==> src/vdp_pkg.sv <==
package vdp_pkg;

    // Raster geometry, kept small for short simulations
    localparam int vdp_x_width      = 7;
    localparam int vdp_y_width      = 6;
    localparam int vdp_h_active     = 64;
    localparam int vdp_h_total      = 80;
    localparam int vdp_v_active     = 48;
    localparam int vdp_v_total      = 56;
    localparam int vdp_h_sync_start = 68;  // Inside horizontal blanking
    localparam int vdp_h_sync_len   = 6;
    localparam int vdp_v_sync_start = 50;  // Inside vertical blanking
    localparam int vdp_v_sync_len   = 2;

    // Sprites
    localparam int vdp_sprite_count              = 4;
    localparam int vdp_sprite_index_width        = 2;
    localparam int vdp_sprite_width              = 8;
    localparam int vdp_sprite_height             = 8;
    localparam int vdp_sprite_row_index_width    = 3;
    localparam int vdp_sprite_column_index_width = 3;

    // Colour; the extra top bit of a stored pixel marks it opaque
    localparam int vdp_rgb_width  = 3;
    localparam int vdp_ergb_width = 4;

    // Host bus and register map, word addresses
    localparam int vdp_wb_data_width  = 32;
    localparam int vdp_wb_addr_width  = 8;
    localparam int vdp_wb_sel_width   = 4;
    localparam int vdp_adr_bg_bit     = 7;  // Set selects background
    localparam int vdp_adr_row_bit    = 4;  // Set selects a row word
    localparam int vdp_adr_sprite_lsb = 5;  // Sprite index in bits 6..5

    // Position word layout
    localparam int vdp_xy_enable_bit = 31;
    localparam int vdp_xy_x_lsb      = 0;
    localparam int vdp_xy_y_lsb      = 16;

    typedef enum logic [1:0] {reg_xy, reg_row, reg_bg, reg_none} vdp_reg_e;

    typedef enum logic {wb_idle, wb_ack} vdp_wb_state_e;

endpackage

==> src/vdp_mixer.sv <==
`timescale 1ns/1ps

module vdp_mixer
(
    input  logic                                                  clk,
    input  logic                                                  reset,
    input  logic [vdp_pkg::vdp_sprite_count - 1:0]                sprite_en,
    input  logic [vdp_pkg::vdp_sprite_count
                  * vdp_pkg::vdp_rgb_width - 1:0]                 sprite_rgb,
    input  logic [vdp_pkg::vdp_rgb_width - 1:0]                   bg_rgb,
    input  logic                                                  hsync_in,
    input  logic                                                  vsync_in,
    input  logic                                                  de_in,
    output logic                                                  hsync,
    output logic                                                  vsync,
    output logic                                                  de,
    output logic [vdp_pkg::vdp_rgb_width - 1:0]                   rgb
);
    import vdp_pkg::*;

    logic [vdp_rgb_width - 1:0] pick;
    logic                       hsync_d;
    logic                       vsync_d;
    logic                       de_d;

    // Walk from the highest index down so the lowest opaque sprite wins
    always_comb
    begin
        pick = bg_rgb;
        for (int i = vdp_sprite_count - 1; i >= 0; i--)
            if (sprite_en[i])
                pick = sprite_rgb[i * vdp_rgb_width +: vdp_rgb_width];
    end

    always_ff @(posedge clk or posedge reset)
    begin
        if (reset)
        begin
            hsync_d <= 1'b0;
            vsync_d <= 1'b0;
            de_d    <= 1'b0;
            hsync   <= 1'b0;
            vsync   <= 1'b0;
            de      <= 1'b0;
            rgb     <= '0;
        end
        else
        begin
            hsync_d <= hsync_in;  // Matches the sprite stage
            vsync_d <= vsync_in;
            de_d    <= de_in;
            hsync   <= hsync_d;
            vsync   <= vsync_d;
            de      <= de_d;
            rgb     <= de_d ? pick : '0;  // Black during blanking
        end
    end

endmodule

==> src/vdp_sprite.sv <==
`timescale 1ns/1ps

module vdp_sprite
(
    input  logic                                              clk,
    input  logic                                              reset,
    input  logic [vdp_pkg::vdp_x_width - 1:0]                 pixel_x,
    input  logic [vdp_pkg::vdp_y_width - 1:0]                 pixel_y,
    input  logic [vdp_pkg::vdp_wb_data_width - 1:0]           wr_data,
    input  logic                                              xy_we,
    input  logic                                              row_we,
    input  logic [vdp_pkg::vdp_sprite_row_index_width - 1:0]  wr_row_index,
    output logic                                              rgb_en,
    output logic [vdp_pkg::vdp_rgb_width - 1:0]               rgb
);
    import vdp_pkg::*;

    logic                                             sprite_en;
    logic [vdp_x_width - 1:0]                         sprite_x;
    logic [vdp_y_width - 1:0]                         sprite_y;
    logic [vdp_sprite_width * vdp_ergb_width - 1:0]   rows [vdp_sprite_height];

    logic [vdp_x_width:0]                             x_off;
    logic [vdp_y_width:0]                             y_off;
    logic                                             x_hit;
    logic                                             y_hit;
    logic [vdp_sprite_column_index_width - 1:0]       column_index;
    logic [vdp_sprite_row_index_width - 1:0]          row_index;
    logic [vdp_sprite_width * vdp_ergb_width - 1:0]   row;
    logic [vdp_ergb_width - 1:0]                      ergb;

    always_ff @(posedge clk or posedge reset)
    begin
        if (reset)
            sprite_en <= 1'b0;
        else if (xy_we)
            sprite_en <= wr_data[vdp_xy_enable_bit];
    end

    always_ff @(posedge clk)
    begin
        if (xy_we)
        begin
            sprite_x <= wr_data[vdp_xy_x_lsb +: vdp_x_width];
            sprite_y <= wr_data[vdp_xy_y_lsb +: vdp_y_width];
        end
        if (row_we)
            rows[wr_row_index] <= wr_data;
    end

    // One extra bit holds the borrow, so a pixel left of the sprite never wraps
    assign x_off = {1'b0, pixel_x} - {1'b0, sprite_x};
    assign y_off = {1'b0, pixel_y} - {1'b0, sprite_y};

    assign x_hit = !x_off[vdp_x_width]
                && (x_off[vdp_x_width - 1:0] < vdp_x_width'(vdp_sprite_width));
    assign y_hit = !y_off[vdp_y_width]
                && (y_off[vdp_y_width - 1:0] < vdp_y_width'(vdp_sprite_height));

    assign column_index = x_off[vdp_sprite_column_index_width - 1:0];
    assign row_index    = y_off[vdp_sprite_row_index_width - 1:0];
    assign row          = rows[row_index];
    assign ergb         = row[column_index * vdp_ergb_width +: vdp_ergb_width];  // Col 0 low

    always_ff @(posedge clk or posedge reset)
    begin
        if (reset)
            rgb_en <= 1'b0;
        else
            rgb_en <= sprite_en && x_hit && y_hit && ergb[vdp_ergb_width - 1];
    end

    always_ff @(posedge clk)
        rgb <= ergb[vdp_rgb_width - 1:0];  // Only meaningful with rgb_en

    ap_en_needs_sprite: assert property (@(posedge clk) disable iff (reset)
        rgb_en |-> $past(sprite_en));

endmodule

==> src/vdp_timing.sv <==
`timescale 1ns/1ps

module vdp_timing
(
    input  logic                                 clk,
    input  logic                                 reset,
    output logic [vdp_pkg::vdp_x_width - 1:0]    pixel_x,
    output logic [vdp_pkg::vdp_y_width - 1:0]    pixel_y,
    output logic                                 hsync,
    output logic                                 vsync,
    output logic                                 de
);
    import vdp_pkg::*;

    logic [vdp_x_width - 1:0] x_cnt;
    logic [vdp_y_width - 1:0] y_cnt;
    logic                     x_last;
    logic                     y_last;

    assign x_last = (x_cnt == vdp_x_width'(vdp_h_total - 1));
    assign y_last = (y_cnt == vdp_y_width'(vdp_v_total - 1));

    always_ff @(posedge clk or posedge reset)
    begin
        if (reset)
        begin
            x_cnt <= '0;
            y_cnt <= '0;
        end
        else
        begin
            x_cnt <= x_last ? '0 : x_cnt + 1'b1;
            if (x_last)
                y_cnt <= y_last ? '0 : y_cnt + 1'b1;  // Next line at end of row
        end
    end

    // All outputs come from the same counter values, so they stay aligned
    always_ff @(posedge clk or posedge reset)
    begin
        if (reset)
        begin
            pixel_x <= '0;
            pixel_y <= '0;
            hsync   <= 1'b0;
            vsync   <= 1'b0;
            de      <= 1'b0;
        end
        else
        begin
            pixel_x <= x_cnt;
            pixel_y <= y_cnt;
            hsync   <= (x_cnt >= vdp_x_width'(vdp_h_sync_start))
                    && (x_cnt <  vdp_x_width'(vdp_h_sync_start + vdp_h_sync_len));
            vsync   <= (y_cnt >= vdp_y_width'(vdp_v_sync_start))
                    && (y_cnt <  vdp_y_width'(vdp_v_sync_start + vdp_v_sync_len));
            de      <= (x_cnt < vdp_x_width'(vdp_h_active))
                    && (y_cnt < vdp_y_width'(vdp_v_active));
        end
    end

    ap_x_in_frame: assert property (@(posedge clk) disable iff (reset)
        pixel_x < vdp_x_width'(vdp_h_total));

endmodule

==> src/vdp_top.sv <==
`timescale 1ns/1ps

module vdp_top
(
    input  logic                                     clk,
    input  logic                                     reset,
    input  logic                                     cyc,
    input  logic                                     stb,
    input  logic                                     we,
    input  logic [vdp_pkg::vdp_wb_addr_width - 1:0]  adr,
    input  logic [vdp_pkg::vdp_wb_data_width - 1:0]  dat_w,
    input  logic [vdp_pkg::vdp_wb_sel_width - 1:0]   sel,
    output logic [vdp_pkg::vdp_wb_data_width - 1:0]  dat_r,
    output logic                                     ack,
    output logic                                     hsync,
    output logic                                     vsync,
    output logic                                     de,
    output logic [vdp_pkg::vdp_rgb_width - 1:0]      rgb
);
    import vdp_pkg::*;

    logic [vdp_wb_data_width - 1:0]               wr_data;
    logic [vdp_sprite_count - 1:0]                xy_we;
    logic [vdp_sprite_count - 1:0]                row_we;
    logic [vdp_sprite_row_index_width - 1:0]      wr_row_index;
    logic [vdp_rgb_width - 1:0]                   bg_rgb;

    logic [vdp_x_width - 1:0]                     pixel_x;
    logic [vdp_y_width - 1:0]                     pixel_y;
    logic                                         t_hsync;
    logic                                         t_vsync;
    logic                                         t_de;

    logic [vdp_sprite_count - 1:0]                sprite_en;
    logic [vdp_sprite_count * vdp_rgb_width - 1:0] sprite_rgb;

    vdp_wb_regs i_regs
    (
        .clk          (clk),
        .reset        (reset),
        .cyc          (cyc),
        .stb          (stb),
        .we           (we),
        .adr          (adr),
        .dat_w        (dat_w),
        .sel          (sel),
        .dat_r        (dat_r),
        .ack          (ack),
        .wr_data      (wr_data),
        .xy_we        (xy_we),
        .row_we       (row_we),
        .wr_row_index (wr_row_index),
        .bg_rgb       (bg_rgb)
    );

    vdp_timing i_timing
    (
        .clk     (clk),
        .reset   (reset),
        .pixel_x (pixel_x),
        .pixel_y (pixel_y),
        .hsync   (t_hsync),
        .vsync   (t_vsync),
        .de      (t_de)
    );

    for (genvar i = 0; i < vdp_sprite_count; i++)
    begin : g_sprite
        vdp_sprite i_sprite
        (
            .clk          (clk),
            .reset        (reset),
            .pixel_x      (pixel_x),
            .pixel_y      (pixel_y),
            .wr_data      (wr_data),
            .xy_we        (xy_we[i]),
            .row_we       (row_we[i]),
            .wr_row_index (wr_row_index),
            .rgb_en       (sprite_en[i]),
            .rgb          (sprite_rgb[i * vdp_rgb_width +: vdp_rgb_width])
        );
    end

    vdp_mixer i_mixer
    (
        .clk        (clk),
        .reset      (reset),
        .sprite_en  (sprite_en),
        .sprite_rgb (sprite_rgb),
        .bg_rgb     (bg_rgb),
        .hsync_in   (t_hsync),
        .vsync_in   (t_vsync),
        .de_in      (t_de),
        .hsync      (hsync),
        .vsync      (vsync),
        .de         (de),
        .rgb        (rgb)
    );

endmodule

==> src/vdp_wb_regs.sv <==
`timescale 1ns/1ps

module vdp_wb_regs
(
    input  logic                                              clk,
    input  logic                                              reset,
    input  logic                                              cyc,
    input  logic                                              stb,
    input  logic                                              we,
    input  logic [vdp_pkg::vdp_wb_addr_width - 1:0]           adr,
    input  logic [vdp_pkg::vdp_wb_data_width - 1:0]           dat_w,
    input  logic [vdp_pkg::vdp_wb_sel_width - 1:0]            sel,
    output logic [vdp_pkg::vdp_wb_data_width - 1:0]           dat_r,
    output logic                                              ack,
    output logic [vdp_pkg::vdp_wb_data_width - 1:0]           wr_data,
    output logic [vdp_pkg::vdp_sprite_count - 1:0]            xy_we,
    output logic [vdp_pkg::vdp_sprite_count - 1:0]            row_we,
    output logic [vdp_pkg::vdp_sprite_row_index_width - 1:0]  wr_row_index,
    output logic [vdp_pkg::vdp_rgb_width - 1:0]               bg_rgb
);
    import vdp_pkg::*;

    vdp_wb_state_e                       state;
    vdp_reg_e                            reg_kind;
    logic [vdp_sprite_index_width - 1:0] sprite_index;
    logic                                access;
    logic                                write;

    assign access       = cyc && stb;
    assign write        = we && (sel != '0);  // Any byte lane writes the whole word
    assign sprite_index = adr[vdp_adr_sprite_lsb +: vdp_sprite_index_width];
    assign wr_row_index = adr[vdp_sprite_row_index_width - 1:0];
    assign wr_data      = dat_w;

    always_comb
    begin
        if (!access)
            reg_kind = reg_none;
        else if (adr[vdp_adr_bg_bit])
            reg_kind = reg_bg;
        else if (adr[vdp_adr_row_bit])
            reg_kind = reg_row;
        else
            reg_kind = reg_xy;
    end

    // wb_ack holds until stb drops, so one access gives one ack pulse
    always_ff @(posedge clk or posedge reset)
    begin
        if (reset)
        begin
            state <= wb_idle;
            ack   <= 1'b0;
        end
        else
        begin
            ack <= 1'b0;
            case (state)
                wb_idle:
                    if (access)
                    begin
                        state <= wb_ack;
                        ack   <= 1'b1;
                    end
                wb_ack:
                    if (!stb)
                        state <= wb_idle;
            endcase
        end
    end

    always_ff @(posedge clk or posedge reset)
    begin
        if (reset)
            bg_rgb <= '0;
        else if (state == wb_idle && reg_kind == reg_bg && write)
            bg_rgb <= dat_w[vdp_rgb_width - 1:0];  // Same edge that raises ack
    end

    // Sprite strobes land on the edge that raises ack
    always_comb
    begin
        xy_we  = '0;
        row_we = '0;
        if (state == wb_idle && write)
        begin
            case (reg_kind)
                reg_xy:  xy_we[sprite_index]  = 1'b1;
                reg_row: row_we[sprite_index] = 1'b1;
                default: ;
            endcase
        end
    end

    assign dat_r = (reg_kind == reg_bg)
                 ? {{(vdp_wb_data_width - vdp_rgb_width){1'b0}}, bg_rgb}
                 : '0;

    ap_ack_needs_access: assert property (@(posedge clk) disable iff (reset)
        ack |-> cyc && stb);

    ap_strobe_onehot: assert property (@(posedge clk) disable iff (reset)
        $onehot0({xy_we, row_we}));

endmodule
==> config.mk <==
export PLATFORM = sky130hd
export DESIGN_NAME = vdp_top
export DESIGN_NICKNAME = d
export VERILOG_FILES = /design/src/vdp_pkg.sv /design/src/vdp_mixer.sv /design/src/vdp_sprite.sv /design/src/vdp_timing.sv /design/src/vdp_top.sv /design/src/vdp_wb_regs.sv
export SDC_FILE = /design/constraint.sdc
export NUM_CORES = 1
export LEC_CHECK = 0
export BUFFER_PORTS_ARGS = -buffer_cell sky130_fd_sc_hd__buf_2
export CORE_UTILIZATION = 35
export DETAILED_ROUTE_END_ITERATION = 6
export PLACE_DENSITY = 0.61
export SYNTH_ARGS = -nofsm -noshare
export SYNTH_HDL_FRONTEND = slang
export SYNTH_SLANG_ARGS = --single-unit
==> constraint.sdc <==
create_clock -name clk -period 9.5 [get_ports clk]
set_input_delay 1.9 -clock clk [delete_from_list [all_inputs] [get_ports clk]]
set_output_delay 1.9 -clock clk [all_outputs]
set_load 0.02 [all_outputs]
==> out/qor.txt <==
Result of the run: finished, final reports clean
Slew margin rel.: 0.163
CTS-repair resized insts: 0
Yosys top cell by area: edfxtp_1
Library cell used as clock root buffer: clkbuf_16
Cell area power density: 200 nW/µm²
Overall fraction of global-route tracks in use: 0.153
Post-DP HPWL: 54.1 mm
Die width: 362 µm
Number of slew-limit violations in the final report: 0
Combined area of the multi-input logic cells: 11100 µm²
Highest net fanout along the worst path: 4
Post-synthesis area per instance: 21.1 µm²
Die Footprint: 131000 µm²
Sequential cell area: 33800 µm²
Distinct cells, synth: 73
Core region area: 128000 µm²
Final hold violation count: 0
Pre-Repair DR Iteration Count: 5
Post-CTS setup buffer count: 0
Hold-fix buffers at CTS: 0
Most common library cell in the layout ignoring fill and taps: edfxtp_1
Number of sinks on the clock net: 1139
Fraction of synthesis flops using an asynchronous set or reset pin: 0.0448
Worst supply voltage drop on vdd: 148 µV
Wire length of the first global-routing pass: 147 mm
Overall via count from detail_route: 21.2k
Number of antenna violations at the first check in global routing: 13
Number of H-tree levels: 3
Effective utilization at floorplan: 0.354
Most instantiated flip-flop cell in the synthesis netlist: edfxtp_1
DRT Wirelength: 100 mm
Die height: 362 µm
Layout cell share with drive strength beyond 1: 0.246
Maximum number of pins on one net before global-route repair: 65
Overflow left after global routing: 0
Number of failing setup endpoints in the final timing report: 0
Maximum root-to-sink buffer count: 3
Category of the critical setup timing path: in -> out
Floorplan row count: 131
Signal arrival time at the worst endpoint: 2520 ps
Number of max-cap violations: 0
DR vias/cell: 5.16
Count of boundary I/O pins: 88
Transition time at the pin with the least slew margin: 1250 ps
Proportion of netlist area held by the largest area contributor: 0.711
Final Wtd Congestion: 0.801
DRC: 0
Worst Hold Class: reg -> reg
Number of enable flip-flop cells after synthesis: 1076
Critical path endpoint category: output pin
Highest Clock Rate: 226 MHz
Fin crit period: 4420 ps
Min Hold Slack: 352 ps
Yosys warns: 0
Number of input and output port buffers inserted: 57
Number of global-route vias before repair: 22.4k
WP data required: 7600 ps
Drt wl/cell: 24.5 µm
Final critical-path share of the clock period: 0.465
Clock tree from TritonCTS: yes
Leakage power: 16.7 nW
Top cells by area in the synthesized netlist: edfxtp_1 71%, mux4_2 13%, dfrtp_1 2.8%
Number of fill cells: 11.3k
Element type at the critical path start: input port
Setup repair after global routing missed its margin: false
Number of storage elements in the synthesis netlist: 1139
Final-stage net count: 2380
Clock transition at the registers of the reported paths: 60 ps
Num CTS Buffers: 112
Source-to-sink clock delay at the later pin of the worst-skew pair: 690 ps
Leading cell types in the layout, fill and taps excluded: 1076 x edfxtp_1, 271 x mux4_2, 116 x clkbuf_16
Post-detailed-route count of antenna-violating nets: 0
Syn Std Cell Area: 45400 µm²
Setup clock skew after layout: 33.3 ps
Synth-to-Final Area Change: 13.7%
Number of instances in the synthesized netlist: 2149
Initial drt markers: 2124
Sum Neg Setup Slack: 0 ps
Fraction of the yosys area taken by sequential cells: 0.745
-- final timing paths --
path / startpoint / end / slack, ps / depth (start not counted)
worst min-delay path: i_mixer.hsync_d / i_mixer.hsync / 350 / 0
worst max-delay path: adr[7] / dat_r[2] / 5080 / 4
worst max register to register: i_timing.pixel_y[0] / g_sprite[0].i_sprite.rgb[2] / 5590 / 9
min in group asynchronous: reset / i_regs.state / 1420 / 3
max in group asynchronous: reset / g_sprite[0].i_sprite.rgb_en / 7620 / 3
worst min register to register: i_mixer.hsync_d / i_mixer.hsync / 350 / 0
-- worst max-delay path, stage by stage --
cell and delay (ps):
buf_2 120, and3_1 190, and2_1 150, buf_2 150
-- area by class of cell --
cell class | instances | share of cell area
Multi-Input combinational cell | 873 | 0.215
Clock buffer | 143 | 0.0589
Inverter | 64 | 0.00465
Clock inverter | 68 | 0.0163
Timing Repair Buffer | 79 | 0.00872
Antenna cell | 2 | 0.0000969
Sequential cell | 1139 | 0.655
Tap cell | 1729 | 0.0419
-- metrics by stage --
| stage | area, µm² | setup WS, ps | instances | util | power [mW] |
|---|---|---|---|---|---|
| detailed placement | 47800 | 4470 | 3884 | 0.373 | 5.82 |
| finish | 51700 | 5080 | 4097 | 0.403 | 10.3 |
| CTS | 51700 | 5080 | 4095 | 0.403 | 10.4 |
| global route | 51700 | 5020 | 4095 | 0.403 | 10.6 |
| global placement | 47800 | 4490 | 3884 | 0.373 | 5.81 |
| floorplan | 45500 | 4880 | 2177 | - | 5.68 |
-- cells in the mapped netlist (19+ instances only) --
cell type  count
clkbuf_1      27
dfrtp_1       51
mux2i_1       24
a21oi_1       19
edfxtp_1    1076
mux4_2       271
mux4_1        29
nand2_1       82
nor2_1        74
buf_4         38
o21ai_0       31
a22oi_1       24
nor2b_1       20
nand3_1       28
inv_1         64
ha_1          54
-- registers in the layout, summed over array words and instances (netlist names), 6 cells and up --
name and count:
g_sprite.i_sprite.sprite_x 28, g_sprite.i_sprite.rows 1024, i_timing.x_cnt 7, i_timing.pixel_y 6, g_sprite.i_sprite.sprite_y 24, i_timing.y_cnt 6, i_timing.pixel_x 7, g_sprite.i_sprite.rgb 12
-- power breakdown --
group / switching, mW / leakage (nW) / internal (mW)
clock network: 1.87 / 1.89 / 2.76
registers: 0.00894 / 10.4 / 5.50
logic: 0.161 / 4.36 / 0.0333
total: 2.04 / 16.7 / 8.29
-- cell families (layout without fill, tap and decap cells) --
logic type | Yosys count | count (layout) | synth area share
compound gates | 135 | 135 | 0.0202
xor+xnor | 26 | 26 | 0.00617
fa+ha+maj | 62 | 62 | 0.0184
buf+inv | 165 | 354 | 0.0207
flops | 1139 | 1139 | 0.745
mux | 335 | 335 | 0.159
other cells | 1 | 31 | 0.0000825
simple gates | 286 | 286 | 0.0308
-- routing by layer --
layer / part of all wire / global-route usage
met5: 0.00045 / 0
met4: 0.022 / 0.0412
met3: 0.061 / 0.0258
met2: 0.48 / 0.250
met1: 0.44 / 0.211
(Power assumes the default switching activity.)
